$ cat config.mk
export PLATFORM = sky130hd
export DESIGN_NAME = tx_control_top
export DESIGN_NICKNAME = d
export VERILOG_FILES = /design/src/mac_ctrl_pkg.sv /design/src/frame_classifier.sv /design/src/ack_responder.sv /design/src/ack_waiter.sv /design/src/tx_control_top.sv
export SDC_FILE = /design/constraint.sdc
export NUM_CORES = 1
export LEC_CHECK = 0
export BUFFER_PORTS_ARGS = -buffer_cell sky130_fd_sc_hd__buf_4
export CORE_MARGIN = 2
export CORE_UTILIZATION = 32
export CTS_BUF_LIST = sky130_fd_sc_hd__clkbuf_4
export CTS_CLUSTER_DIAMETER = 120
export DETAILED_ROUTE_END_ITERATION = 8
export MAX_ROUTING_LAYER = met4
export SLEW_MARGIN = 20
export SYNTH_ARGS = -nofsm -noshare
export SYNTH_HDL_FRONTEND = slang
export SYNTH_SLANG_ARGS = --single-unit
$ cat constraint.sdc
create_clock -name clk -period 7.7 [get_ports clk]
set_input_delay 0.77 -clock clk [delete_from_list [all_inputs] [get_ports clk]]
set_output_delay 0.77 -clock clk [all_outputs]
set_load 0.005 [all_outputs]
$ cat src/mac_ctrl_pkg.sv
// mac transmit control types
package mac_ctrl_pkg;

  // widths with a meaning
  typedef logic [47:0] mac_addr_t;
  typedef logic [15:0] dur_t;
  typedef logic [8:0]  us_time_t;
  typedef logic [17:0] cycle_cnt_t;
  typedef logic [3:0]  retry_cnt_t;
  typedef logic [63:0] tx_word_t;
  typedef logic [11:0] sig_len_t;
  typedef logic [1:0]  fc_type_t;
  typedef logic [3:0]  fc_subtype_t;

  // frame control type codes
  localparam fc_type_t FC_TYPE_MGMT = 2'b00;
  localparam fc_type_t FC_TYPE_CTRL = 2'b01;
  localparam fc_type_t FC_TYPE_DATA = 2'b10;

  // control subtypes
  localparam fc_subtype_t FC_SUB_BAR    = 4'b1000;
  localparam fc_subtype_t FC_SUB_PSPOLL = 4'b1010;
  localparam fc_subtype_t FC_SUB_RTS    = 4'b1011;
  localparam fc_subtype_t FC_SUB_CTS    = 4'b1100;
  localparam fc_subtype_t FC_SUB_ACK    = 4'b1101;

  // fixed frame facts, ack and cts sent at the basic rate
  localparam sig_len_t ACK_LEN_BYTES = 12'd14;
  localparam sig_len_t RTS_LEN_BYTES = 12'd20;
  localparam int ACK_NUM_SYM    = 6;
  localparam int RESP_NUM_WORDS = 3;

  // decoded receive header
  typedef struct packed {
    fc_type_t    fc_type;
    fc_subtype_t fc_subtype;
    logic        more_frag;
    dur_t        duration;
    mac_addr_t   addr1;
    mac_addr_t   addr2;
    sig_len_t    signal_len;
  } rx_hdr_t;

  // request from classifier to responder
  typedef struct packed {
    mac_addr_t ra;
    dur_t      dur_in;
    logic      is_rts;
    logic      inherit_dur;
  } resp_req_t;

  // completion report
  typedef struct packed {
    logic       success;
    retry_cnt_t num_retrans;
  } tx_status_t;

  typedef enum logic [1:0] {RESP_IDLE, RESP_WAIT, RESP_SEND, RESP_DRAIN} resp_state_e;

  typedef enum logic [2:0] {W_IDLE, W_BB_DONE, W_SIG, W_ACK, W_BACKOFF} wait_state_e;

endpackage

$ cat src/frame_classifier.sv
// received frame classifier
module frame_classifier (
  input  logic                    clk,
  input  logic                    rstn,
  input  mac_ctrl_pkg::rx_hdr_t   rx_hdr,
  input  logic                    rx_strobe,
  input  logic                    fcs_ok,
  input  logic                    cts_disable,
  input  mac_ctrl_pkg::mac_addr_t self_addr,
  output mac_ctrl_pkg::resp_req_t resp_req,
  output logic                    resp_valid,
  output logic                    ack_seen
);

  logic is_ctrl;
  logic is_data;
  logic is_mgmt;
  logic is_pspoll;
  logic is_bar;
  logic is_rts;
  logic is_ack;
  logic addr_match;
  logic want_resp;

  // type and subtype decode
  assign is_ctrl   = rx_hdr.fc_type == mac_ctrl_pkg::FC_TYPE_CTRL;
  assign is_data   = rx_hdr.fc_type == mac_ctrl_pkg::FC_TYPE_DATA;
  // subtype 14 of management is reserved
  assign is_mgmt   = (rx_hdr.fc_type == mac_ctrl_pkg::FC_TYPE_MGMT) &&
                     (rx_hdr.fc_subtype != 4'b1110);
  assign is_pspoll = is_ctrl && (rx_hdr.fc_subtype == mac_ctrl_pkg::FC_SUB_PSPOLL);
  assign is_bar    = is_ctrl && (rx_hdr.fc_subtype == mac_ctrl_pkg::FC_SUB_BAR);
  // rts and ack also checked against their fixed length
  assign is_rts    = is_ctrl && (rx_hdr.fc_subtype == mac_ctrl_pkg::FC_SUB_RTS) &&
                     (rx_hdr.signal_len == mac_ctrl_pkg::RTS_LEN_BYTES);
  assign is_ack    = is_ctrl && (rx_hdr.fc_subtype == mac_ctrl_pkg::FC_SUB_ACK) &&
                     (rx_hdr.signal_len == mac_ctrl_pkg::ACK_LEN_BYTES);

  // single receiver address test
  assign addr_match = rx_hdr.addr1 == self_addr;

  // frames that earn an ack or cts
  assign want_resp = is_data || is_mgmt || is_pspoll || is_bar || (is_rts && !cts_disable);

  // event pulses, one cycle after the fcs strobe
  always_ff @(posedge clk) begin
    if (!rstn) begin
      resp_valid <= 1'b0;
      ack_seen   <= 1'b0;
    end else begin
      resp_valid <= rx_strobe && fcs_ok && addr_match && want_resp;
      // ack frame only needs the check to be done
      ack_seen   <= rx_strobe && addr_match && is_ack;
    end
  end

  // request payload, taken on every strobe
  always_ff @(posedge clk) begin
    if (rx_strobe) begin
      resp_req.ra          <= rx_hdr.addr2;
      // bit 15 set means an aid, not a duration
      resp_req.dur_in      <= rx_hdr.duration[15] ? '0 : rx_hdr.duration;
      resp_req.is_rts      <= is_rts;
      resp_req.inherit_dur <= is_rts || ((is_data || is_mgmt) && rx_hdr.more_frag);
    end
  end

endmodule

$ cat src/ack_responder.sv
// ack and cts responder
module ack_responder #(
  parameter int clk_per_us = 100
) (
  input  logic                    clk,
  input  logic                    rstn,
  input  mac_ctrl_pkg::resp_req_t resp_req,
  input  logic                    resp_valid,
  input  logic                    ack_tx_disable,
  input  logic                    tx_core_busy,
  input  logic                    phy_tx_done,
  input  logic                    credit,
  input  logic [3:0]              resp_rate,
  input  mac_ctrl_pkg::us_time_t  preamble_sig_time,
  input  mac_ctrl_pkg::us_time_t  ofdm_symbol_time,
  input  mac_ctrl_pkg::us_time_t  sifs_time,
  input  mac_ctrl_pkg::dur_t      duration_extra,
  input  mac_ctrl_pkg::us_time_t  send_ack_wait_us,
  output logic                    resp_busy,
  output logic                    start_tx_ack,
  output logic                    word_valid,
  output mac_ctrl_pkg::tx_word_t  tx_word
);

  mac_ctrl_pkg::resp_state_e state;
  mac_ctrl_pkg::resp_req_t   req;
  mac_ctrl_pkg::cycle_cnt_t  wait_cnt;
  mac_ctrl_pkg::cycle_cnt_t  wait_top;
  mac_ctrl_pkg::us_time_t    ack_air;
  mac_ctrl_pkg::dur_t        remain;
  mac_ctrl_pkg::dur_t        resp_dur;
  mac_ctrl_pkg::fc_subtype_t resp_sub;
  logic signed [17:0]        remain_raw;
  logic [1:0]                credit_cnt;
  logic [2:0]                credit_sum;
  logic [1:0]                word_idx;
  logic                      parity;

  assign resp_busy = state != mac_ctrl_pkg::RESP_IDLE;

  // response delay in clock cycles
  assign wait_top = mac_ctrl_pkg::cycle_cnt_t'(send_ack_wait_us * clk_per_us);

  // ack air time at the basic rate
  assign ack_air = preamble_sig_time +
                   mac_ctrl_pkg::us_time_t'(ofdm_symbol_time * mac_ctrl_pkg::ACK_NUM_SYM);

  // peer duration minus our air time and sifs
  assign remain_raw = $signed({2'b00, req.dur_in}) - $signed({9'd0, ack_air}) -
                      $signed({9'd0, sifs_time});
  // negative remainder clamps to zero
  assign remain   = remain_raw[17] ? '0 : remain_raw[15:0];
  assign resp_sub = req.is_rts ? mac_ctrl_pkg::FC_SUB_CTS : mac_ctrl_pkg::FC_SUB_ACK;

  // length 14 holds three ones so the parity is the inverted rate xor
  assign parity = ~^resp_rate;

  // one credit spent per word
  assign word_valid = (state == mac_ctrl_pkg::RESP_SEND) && (credit_cnt != 2'd0);

  // words in order: signal, fc/duration/ra low, ra high
  always_comb begin
    case (word_idx)
      2'd0: tx_word = {32'd0, 14'd0, parity, mac_ctrl_pkg::ACK_LEN_BYTES, 1'b0, resp_rate};
      2'd1: tx_word = {req.ra[31:0], resp_dur, 8'd0, resp_sub,
                       mac_ctrl_pkg::FC_TYPE_CTRL, 2'b00};
      default: tx_word = {48'd0, req.ra[47:32]};
    endcase
  end

  // credit count, saturating
  assign credit_sum = {1'b0, credit_cnt} + {2'b00, credit} - {2'b00, word_valid};

  always_ff @(posedge clk) begin
    if (!rstn) begin
      credit_cnt <= 2'd0;
    end else if (state == mac_ctrl_pkg::RESP_IDLE) begin
      // leftovers dropped while idle
      credit_cnt <= 2'd0;
    end else if (credit_sum > 3'(mac_ctrl_pkg::RESP_NUM_WORDS)) begin
      credit_cnt <= 2'(mac_ctrl_pkg::RESP_NUM_WORDS);
    end else begin
      credit_cnt <= credit_sum[1:0];
    end
  end

  // response fsm
  always_ff @(posedge clk) begin
    if (!rstn) begin
      state        <= mac_ctrl_pkg::RESP_IDLE;
      start_tx_ack <= 1'b0;
      wait_cnt     <= '0;
      word_idx     <= 2'd0;
    end else begin
      start_tx_ack <= 1'b0;
      case (state)
        mac_ctrl_pkg::RESP_IDLE: begin
          wait_cnt <= '0;
          if (resp_valid && !ack_tx_disable) begin
            state <= mac_ctrl_pkg::RESP_WAIT;
          end
        end
        mac_ctrl_pkg::RESP_WAIT: begin
          // own transmission already going, drop the response
          if (tx_core_busy) begin
            state <= mac_ctrl_pkg::RESP_IDLE;
          end else if (wait_cnt == wait_top) begin
            start_tx_ack <= 1'b1;
            word_idx     <= 2'd0;
            state        <= mac_ctrl_pkg::RESP_SEND;
          end else begin
            wait_cnt <= wait_cnt + 1'b1;
          end
        end
        mac_ctrl_pkg::RESP_SEND: begin
          if (word_valid) begin
            word_idx <= word_idx + 1'b1;
            if (word_idx == 2'(mac_ctrl_pkg::RESP_NUM_WORDS - 1)) begin
              state <= mac_ctrl_pkg::RESP_DRAIN;
            end
          end
        end
        mac_ctrl_pkg::RESP_DRAIN: begin
          // hold until the phy has sent the response
          if (phy_tx_done) begin
            state <= mac_ctrl_pkg::RESP_IDLE;
          end
        end
        default: state <= mac_ctrl_pkg::RESP_IDLE;
      endcase
    end
  end

  // request and duration payload
  always_ff @(posedge clk) begin
    if ((state == mac_ctrl_pkg::RESP_IDLE) && resp_valid) begin
      req <= resp_req;
    end
    resp_dur <= duration_extra + (req.inherit_dur ? remain : '0);
  end

endmodule

$ cat src/ack_waiter.sv
// post transmit ack waiter
module ack_waiter #(
  parameter int clk_per_us = 100
) (
  input  logic                     clk,
  input  logic                     rstn,
  input  logic                     phy_tx_done,
  input  logic                     resp_busy,
  input  logic                     tx_need_ack,
  input  logic                     bb_end,
  input  logic                     sig_valid,
  input  mac_ctrl_pkg::sig_len_t   sig_len,
  input  logic                     ack_seen,
  input  logic                     backoff_done,
  input  logic                     quit_retrans,
  input  mac_ctrl_pkg::us_time_t   sig_timeout_us,
  input  mac_ctrl_pkg::us_time_t   ack_timeout_adj_us,
  input  mac_ctrl_pkg::retry_cnt_t retrans_limit,
  output logic                     retrans_in_progress,
  output logic                     retrans_trigger,
  output logic                     start_retrans,
  output logic                     tx_complete,
  output mac_ctrl_pkg::tx_status_t tx_status
);

  mac_ctrl_pkg::wait_state_e state;
  mac_ctrl_pkg::cycle_cnt_t  cnt;
  mac_ctrl_pkg::cycle_cnt_t  sig_top;
  mac_ctrl_pkg::cycle_cnt_t  ack_top;
  mac_ctrl_pkg::retry_cnt_t  retry_cnt;
  logic own_done;
  logic sig_ok;
  logic ack_ok;
  logic timed_out;
  logic give_up;
  logic done_noack;
  logic done_ok;
  logic done_fail;

  // timeout limits in cycles
  assign sig_top = mac_ctrl_pkg::cycle_cnt_t'(sig_timeout_us * clk_per_us);
  // ack lasts ACK_NUM_SYM symbols of 4 us
  assign ack_top = mac_ctrl_pkg::cycle_cnt_t'(
                     (mac_ctrl_pkg::ACK_NUM_SYM * 4 + ack_timeout_adj_us) * clk_per_us);

  // a done during a response belongs to the responder
  assign own_done = phy_tx_done && !resp_busy;

  // events inside their windows
  assign sig_ok = sig_valid && (sig_len == mac_ctrl_pkg::ACK_LEN_BYTES) && (cnt < sig_top);
  assign ack_ok = ack_seen && (cnt < ack_top);

  assign timed_out = ((state == mac_ctrl_pkg::W_SIG) && !sig_ok && (cnt == sig_top)) ||
                     ((state == mac_ctrl_pkg::W_ACK) && !ack_ok && (cnt == ack_top));
  assign give_up   = (retry_cnt == retrans_limit) || (retrans_limit == '0);

  // completion conditions
  assign done_noack = (state == mac_ctrl_pkg::W_IDLE) && own_done && !tx_need_ack;
  assign done_ok    = done_noack || ((state == mac_ctrl_pkg::W_ACK) && ack_ok);
  assign done_fail  = (timed_out && give_up) ||
                      ((state == mac_ctrl_pkg::W_BACKOFF) && quit_retrans);

  always_ff @(posedge clk) begin
    if (!rstn) begin
      state               <= mac_ctrl_pkg::W_IDLE;
      cnt                 <= '0;
      retry_cnt           <= '0;
      retrans_in_progress <= 1'b0;
      retrans_trigger     <= 1'b0;
      start_retrans       <= 1'b0;
      tx_complete         <= 1'b0;
      tx_status           <= '0;
    end else begin
      retrans_trigger <= 1'b0;
      start_retrans   <= 1'b0;
      tx_complete     <= done_ok || done_fail;

      // status locked until the next completion
      if (done_ok || done_fail) begin
        tx_status.success     <= done_ok;
        tx_status.num_retrans <= done_noack ? '0 : retry_cnt;
        retry_cnt             <= '0;
        retrans_in_progress   <= 1'b0;
      end

      case (state)
        mac_ctrl_pkg::W_IDLE: begin
          if (own_done && tx_need_ack) begin
            retrans_in_progress <= 1'b1;
            state               <= mac_ctrl_pkg::W_BB_DONE;
          end
        end
        mac_ctrl_pkg::W_BB_DONE: begin
          cnt <= '0;
          if (bb_end) begin
            state <= mac_ctrl_pkg::W_SIG;
          end
        end
        mac_ctrl_pkg::W_SIG: begin
          if (sig_ok) begin
            cnt   <= '0;
            state <= mac_ctrl_pkg::W_ACK;
          end else if (!timed_out) begin
            cnt <= cnt + 1'b1;
          end
        end
        mac_ctrl_pkg::W_ACK: begin
          if (ack_ok) begin
            state <= mac_ctrl_pkg::W_IDLE;
          end else if (!timed_out) begin
            cnt <= cnt + 1'b1;
          end
        end
        mac_ctrl_pkg::W_BACKOFF: begin
          if (quit_retrans) begin
            state <= mac_ctrl_pkg::W_IDLE;
          end else if (backoff_done) begin
            // retry in flight, retrans_in_progress stays up
            start_retrans <= 1'b1;
            state         <= mac_ctrl_pkg::W_IDLE;
          end
        end
        default: state <= mac_ctrl_pkg::W_IDLE;
      endcase

      // either timeout ends here
      if (timed_out) begin
        if (give_up) begin
          state <= mac_ctrl_pkg::W_IDLE;
        end else begin
          retry_cnt       <= retry_cnt + 1'b1;
          retrans_trigger <= 1'b1;
          state           <= mac_ctrl_pkg::W_BACKOFF;
        end
      end
    end
  end

endmodule

$ cat src/tx_control_top.sv
// mac transmit control top
module tx_control_top #(
  parameter int clk_per_us = 100
) (
  input  logic                     clk,
  input  logic                     rstn,
  // receive results
  input  mac_ctrl_pkg::rx_hdr_t    rx_hdr,
  input  logic                     rx_strobe,
  input  logic                     fcs_ok,
  input  logic                     sig_valid,
  input  mac_ctrl_pkg::sig_len_t   sig_len,
  input  mac_ctrl_pkg::mac_addr_t  self_addr,
  // configuration
  input  logic                     ack_tx_disable,
  input  logic                     cts_disable,
  input  logic [3:0]               resp_rate,
  input  mac_ctrl_pkg::us_time_t   preamble_sig_time,
  input  mac_ctrl_pkg::us_time_t   ofdm_symbol_time,
  input  mac_ctrl_pkg::us_time_t   sifs_time,
  input  mac_ctrl_pkg::dur_t       duration_extra,
  input  mac_ctrl_pkg::us_time_t   send_ack_wait_us,
  input  mac_ctrl_pkg::us_time_t   sig_timeout_us,
  input  mac_ctrl_pkg::us_time_t   ack_timeout_adj_us,
  input  mac_ctrl_pkg::retry_cnt_t retrans_limit,
  // transmit side
  input  logic                     phy_tx_done,
  input  logic                     tx_need_ack,
  input  logic                     tx_core_busy,
  input  logic                     bb_end,
  input  logic                     backoff_done,
  input  logic                     quit_retrans,
  input  logic                     credit,
  output logic                     start_tx_ack,
  output logic                     word_valid,
  output mac_ctrl_pkg::tx_word_t   tx_word,
  output logic                     retrans_in_progress,
  output logic                     retrans_trigger,
  output logic                     start_retrans,
  output logic                     tx_complete,
  output mac_ctrl_pkg::tx_status_t tx_status
);

  mac_ctrl_pkg::resp_req_t resp_req;
  logic resp_valid;
  logic ack_seen;
  logic resp_busy;

  frame_classifier u_classifier (
    .clk, .rstn, .rx_hdr, .rx_strobe, .fcs_ok, .cts_disable, .self_addr,
    .resp_req, .resp_valid, .ack_seen
  );

  // answers frames addressed to us
  ack_responder #(.clk_per_us(clk_per_us)) u_responder (
    .clk, .rstn, .resp_req, .resp_valid, .ack_tx_disable, .tx_core_busy, .phy_tx_done,
    .credit, .resp_rate, .preamble_sig_time, .ofdm_symbol_time, .sifs_time,
    .duration_extra, .send_ack_wait_us,
    .resp_busy, .start_tx_ack, .word_valid, .tx_word
  );

  // waits for the peer ack after our own frames
  ack_waiter #(.clk_per_us(clk_per_us)) u_waiter (
    .clk, .rstn, .phy_tx_done, .resp_busy, .tx_need_ack, .bb_end, .sig_valid, .sig_len,
    .ack_seen, .backoff_done, .quit_retrans, .sig_timeout_us, .ack_timeout_adj_us,
    .retrans_limit,
    .retrans_in_progress, .retrans_trigger, .start_retrans, .tx_complete, .tx_status
  );

endmodule

==> results by group <==
Power
  • Pint: 0.00253 W
  • Clk pwr share: 0.283
  • Total power: ~0.0038 W
  • PwrDens: slightly above 200 nW/um2
  • VDD IR-drop max: 0.0996 mV
  • Power share of the combinational group: 0.381
  • Sequential power share: 0.336
  • Switching portion of total power: 0.334
  • Switching power total: 0.00127 W
  • Static leakage: 8.24 nW

Global route
  • Met2 usage in global routing: 0.294
  • Number of global-route vias before repair: around 12000
  • GR Layer Usage met3: 0.0381
  • Antenna violations before repair: 5
  • First-pass GRT wire length: a little over 60 mm
  • Total Routing Usage GR: 0.172
  • Global route overflow: 0
  • Largest net degree at the start of global routing: 53
  • Most Used Layer, Global Route: met2
  • GR Layer Usage met1: 0.204

Clocking
  • Clk pin slew, worst setup/hold paths: around 0.070 ns
  • Post-CTS Setup Inserts: 0
  • Cts-stage hold buffer count: 0
  • CTS max path bufs: 3
  • Post-cts gate resize count: 0
  • Root buffer cell: clkbuf_4
  • CTS Buf Count: between 60 and 70
  • Htree depth: 2
  • Worst skew pair latency: ~0.74 ns
  • Clock Sinks: slightly above 200
  • CTS tree: done

Placed design
  • Port Buffers: around 360
  • Placed wire-length estimate: around 32 mm
  • Inst Count DP: between 2000 and 2500
  • Pre-CTS setup slack: around 0.28 ns
  • RD Place Congestion: roughly 0.9

Critical path
  • CP Max Fanout: 9
  • Setup crit start kind: input pin
  • CP peak stage delay: just under 0.6 ns
  • R2R cell count: 23
  • R2r endpoint: u_responder.resp_dur[15]$_DFF_P_
  • FF-to-FF Start: u_responder.req[2]$_DFFE_PP_
  • Delay-heaviest family, CP: compound AO/OA/AOI/OAI gates
  • CP dominant cell by count: ha_1
  • Slowest-stage cell, CP: o41ai_1
  • CP arrival: 7.34 ns
  • Data required time of the worst path: between 8 and 9 ns
  • R2R setup slack: 2.03 ns
  • WP buf/inv: 1
  • Critical Path End Type: flop
  • Crit Path Class: input pin to flop

Final layout
  • Share of cells above drive strength 1: 0.261
  • Layout Nets: 2324
  • Non-Filler Instances: ~2500
  • Fill cell count: 4354
  • Synth-to-Final Area Change: 29.4%

Run
  • Max Cap Viol: 0

Worst hold path
  • Hold Path Depth: 1
  • Hold Path Origin: rx_hdr[57]
  • Worst Hold Class: input pin to flop
  • Hold Path End: u_classifier.resp_req[63]$_DFFE_PP_

Routing
  • Final wirelength: approximately 39 mm
  • Iteration-0 DRC Markers: roughly 500
  • Via count: 11900
  • TritonRoute pass-1 iters: 6
  • DR vias/cell: 4.79
  • Remaining DRCs: 0
  • Routed Antenna Nets: 0
  • WL/cell: between 15 and 20 um

Timing
  • Period utilisation layout: 0.872
  • RSZ-0062 raised after global routing: no
  • Final setup viols: 0
  • Setup TNS: 0 ns
  • Max-slew headroom: 0.398
  • Fin. max-slew vios: 0
  • Final Skew: 0.0250 ns
  • Final min period: between 6 and 7 ns
  • Hold_ws: about 0.2 ns
  • Worst-margin pin slew: between 0.9 and 1 ns
  • Hold Fails Final Rpt: 0
  • Setup ws final: around 0.99 ns
  • Maximum clock rate: about 150 MHz

Floorplanning
  • Die width: ~220 um
  • Core footprint: about 44000 um2
  • Die area: between 40000 and 50000 um2
  • Die H: approximately 220 um
  • Std cell rows: 77
  • I/O Pins: 358
  • Starting Density: 0.324

Synthesis
  • Synth Register Bits: about 210
  • Synthesis warning total: 0
  • Netlist cell types: 76
  • Fraction of registers with async set/reset: 0
  • Ys flop type: edfxtp_1
  • Mapped cell area: 14300 um2
  • Gate Count Post-Synth: 1434
  • Sequential area share after synthesis: 0.381
  • EDFF count, synth: 130
  • Avg Inst Size Synth: between 9 and 10 um2
  • Mapped Nets: 1921

Outcome
  • Status: finished clean
## per-stage QoR
step / util / area, um2
floorplan: - / 14300
global placement: 0.401 / 17700
detailed placement: 0.401 / 17700
CTS: 0.419 / 18500
global route: 0.419 / 18500
finish: 0.419 / 18500
## worst max path at each step
stage                              startpoint                               end  slack, ns  depth (start not counted)
after CTS                 ofdm_symbol_time[1]  u_responder.resp_dur[15]$_DFF_P_       1.12                         26
final                     ofdm_symbol_time[0]  u_responder.resp_dur[15]$_DFF_P_       0.99                         26
after floorplan           ofdm_symbol_time[0]  u_responder.resp_dur[15]$_DFF_P_       1.11                         26
after global placement    ofdm_symbol_time[1]  u_responder.resp_dur[15]$_DFF_P_       0.39                         26
after global routing      ofdm_symbol_time[1]  u_responder.resp_dur[15]$_DFF_P_       0.51                         26
after detailed placement  ofdm_symbol_time[1]  u_responder.resp_dur[15]$_DFF_P_       0.28                         26
## cells in the final DEF (no fill, tap or decap), types with 15 or more instances in the layout
| cell type | instances |
|---|---|
| a21o_1 | 17 |
| a21oi_1 | 78 |
| and2_1 | 68 |
| and3_1 | 16 |
| buf_4 | 364 |
| clkbuf_4 | 88 |
| clkinv_1 | 15 |
| dfxtp_1 | 77 |
| edfxtp_1 | 130 |
| fa_1 | 19 |
| ha_1 | 184 |
| inv_1 | 123 |
| nand2_1 | 65 |
| nand2b_1 | 20 |
| nand3_1 | 38 |
| nand4_1 | 29 |
| nor2_1 | 79 |
| nor2b_1 | 31 |
| nor3_1 | 34 |
| nor4_1 | 15 |
| o21a_1 | 15 |
| o21ai_0 | 61 |
| or3_1 | 28 |
| xnor2_1 | 92 |
| xor2_1 | 52 |
## routing by layer
| metal | vias to the layer above | wire length, um |
|---|---|---|
| li1 | 6001 | - |
| met1 | 5560 | 17000 |
| met2 | 282 | 19300 |
| met3 | 51 | 1980 |
| met4 | 0 | 843 |
| met5 | - | 0 |
## power groups by stage
stage / registers, W / clock network [W] / logic, W
floorplan: 0.00129 / 0 / 0.00106
global route: 0.00128 / 0.00118 / 0.00164
global placement: 0.00130 / 0 / 0.00143
detailed placement: 0.00130 / 0 / 0.00145
CTS: 0.00128 / 0.00113 / 0.00147
finish: 0.00128 / 0.00107 / 0.00145
## cells in the mapped netlist (all sizes together), types with 7 or more instances
master  instances  area (um2)
o21ai          62         310
nand3          39         200
nor2           80         303
ha            185        2310
or3            28         175
a31o            7        61.3
nand2          65         244
fa             19         380
o211ai          7        52.6
and3           16         100
nor4           16         106
and2           68         425
xnor2          92         806
dfxtp          77        1540
a21o           17         128
nor3           35         175
nand2b         20         125
inv           123         462
or2            13        81.3
a21oi          78         390
clkbuf         21        78.8
xor2           52         455
o21a           15         113
edfxtp        130        3900
nand4          30         203
nor2b          31         194
## sequential cells by signal, summed over array words and instances, names as in the netlist, 3 cells and up, named ones only
| register | cells |
|---|---|
| u_waiter.retry_cnt | 4 |
| u_responder.resp_dur | 16 |
| u_waiter.state | 3 |
| u_waiter.tx_status | 5 |
| u_responder.wait_cnt | 18 |
| u_responder.req | 65 |
| u_waiter.cnt | 18 |
| u_classifier.resp_req | 65 |
## area by class of cell
type | count | area (um2) | area share
Timing Repair Buffer | 364 | 2730 | 0.148
Antenna cell | 5 | 12.5 | 0.000676
Sequential cell | 207 | 5450 | 0.294
Multi-Input combinational cell | 1079 | 8290 | 0.448
Tap cell | 592 | 741 | 0.0400
Clock buffer | 88 | 661 | 0.0357
Inverter | 124 | 465 | 0.0252
Clock inverter | 23 | 146 | 0.00791
## worst reg2reg max path, delay by kind of cell (launching register included)
kind                     cells  cell delay, ns
XOR/XNOR                     2            0.25
AO/OA/AOI/OAI               11            3.23
adder cells (fa/ha/maj)      4            1.15
flip-flops                   1            0.33
buffers and inverters        2            0.20
AND/OR/NAND/NOR              4            0.40
## logic make-up (layout without fill, tap and decap cells)
family,Yosys count,after routing,share of synthesized area
muxes,7,7,0.00499
other,0,5,0
xor gates and xnor gates,144,144,0.0882
buffers and inverters,148,599,0.0392
AOI/OAI and AO/OA,255,255,0.118
DFF,207,207,0.381
and+or+nand+nor,469,469,0.180
adders and majority gates,204,204,0.189
Note: power is estimated with default switching activity, not from simulation.
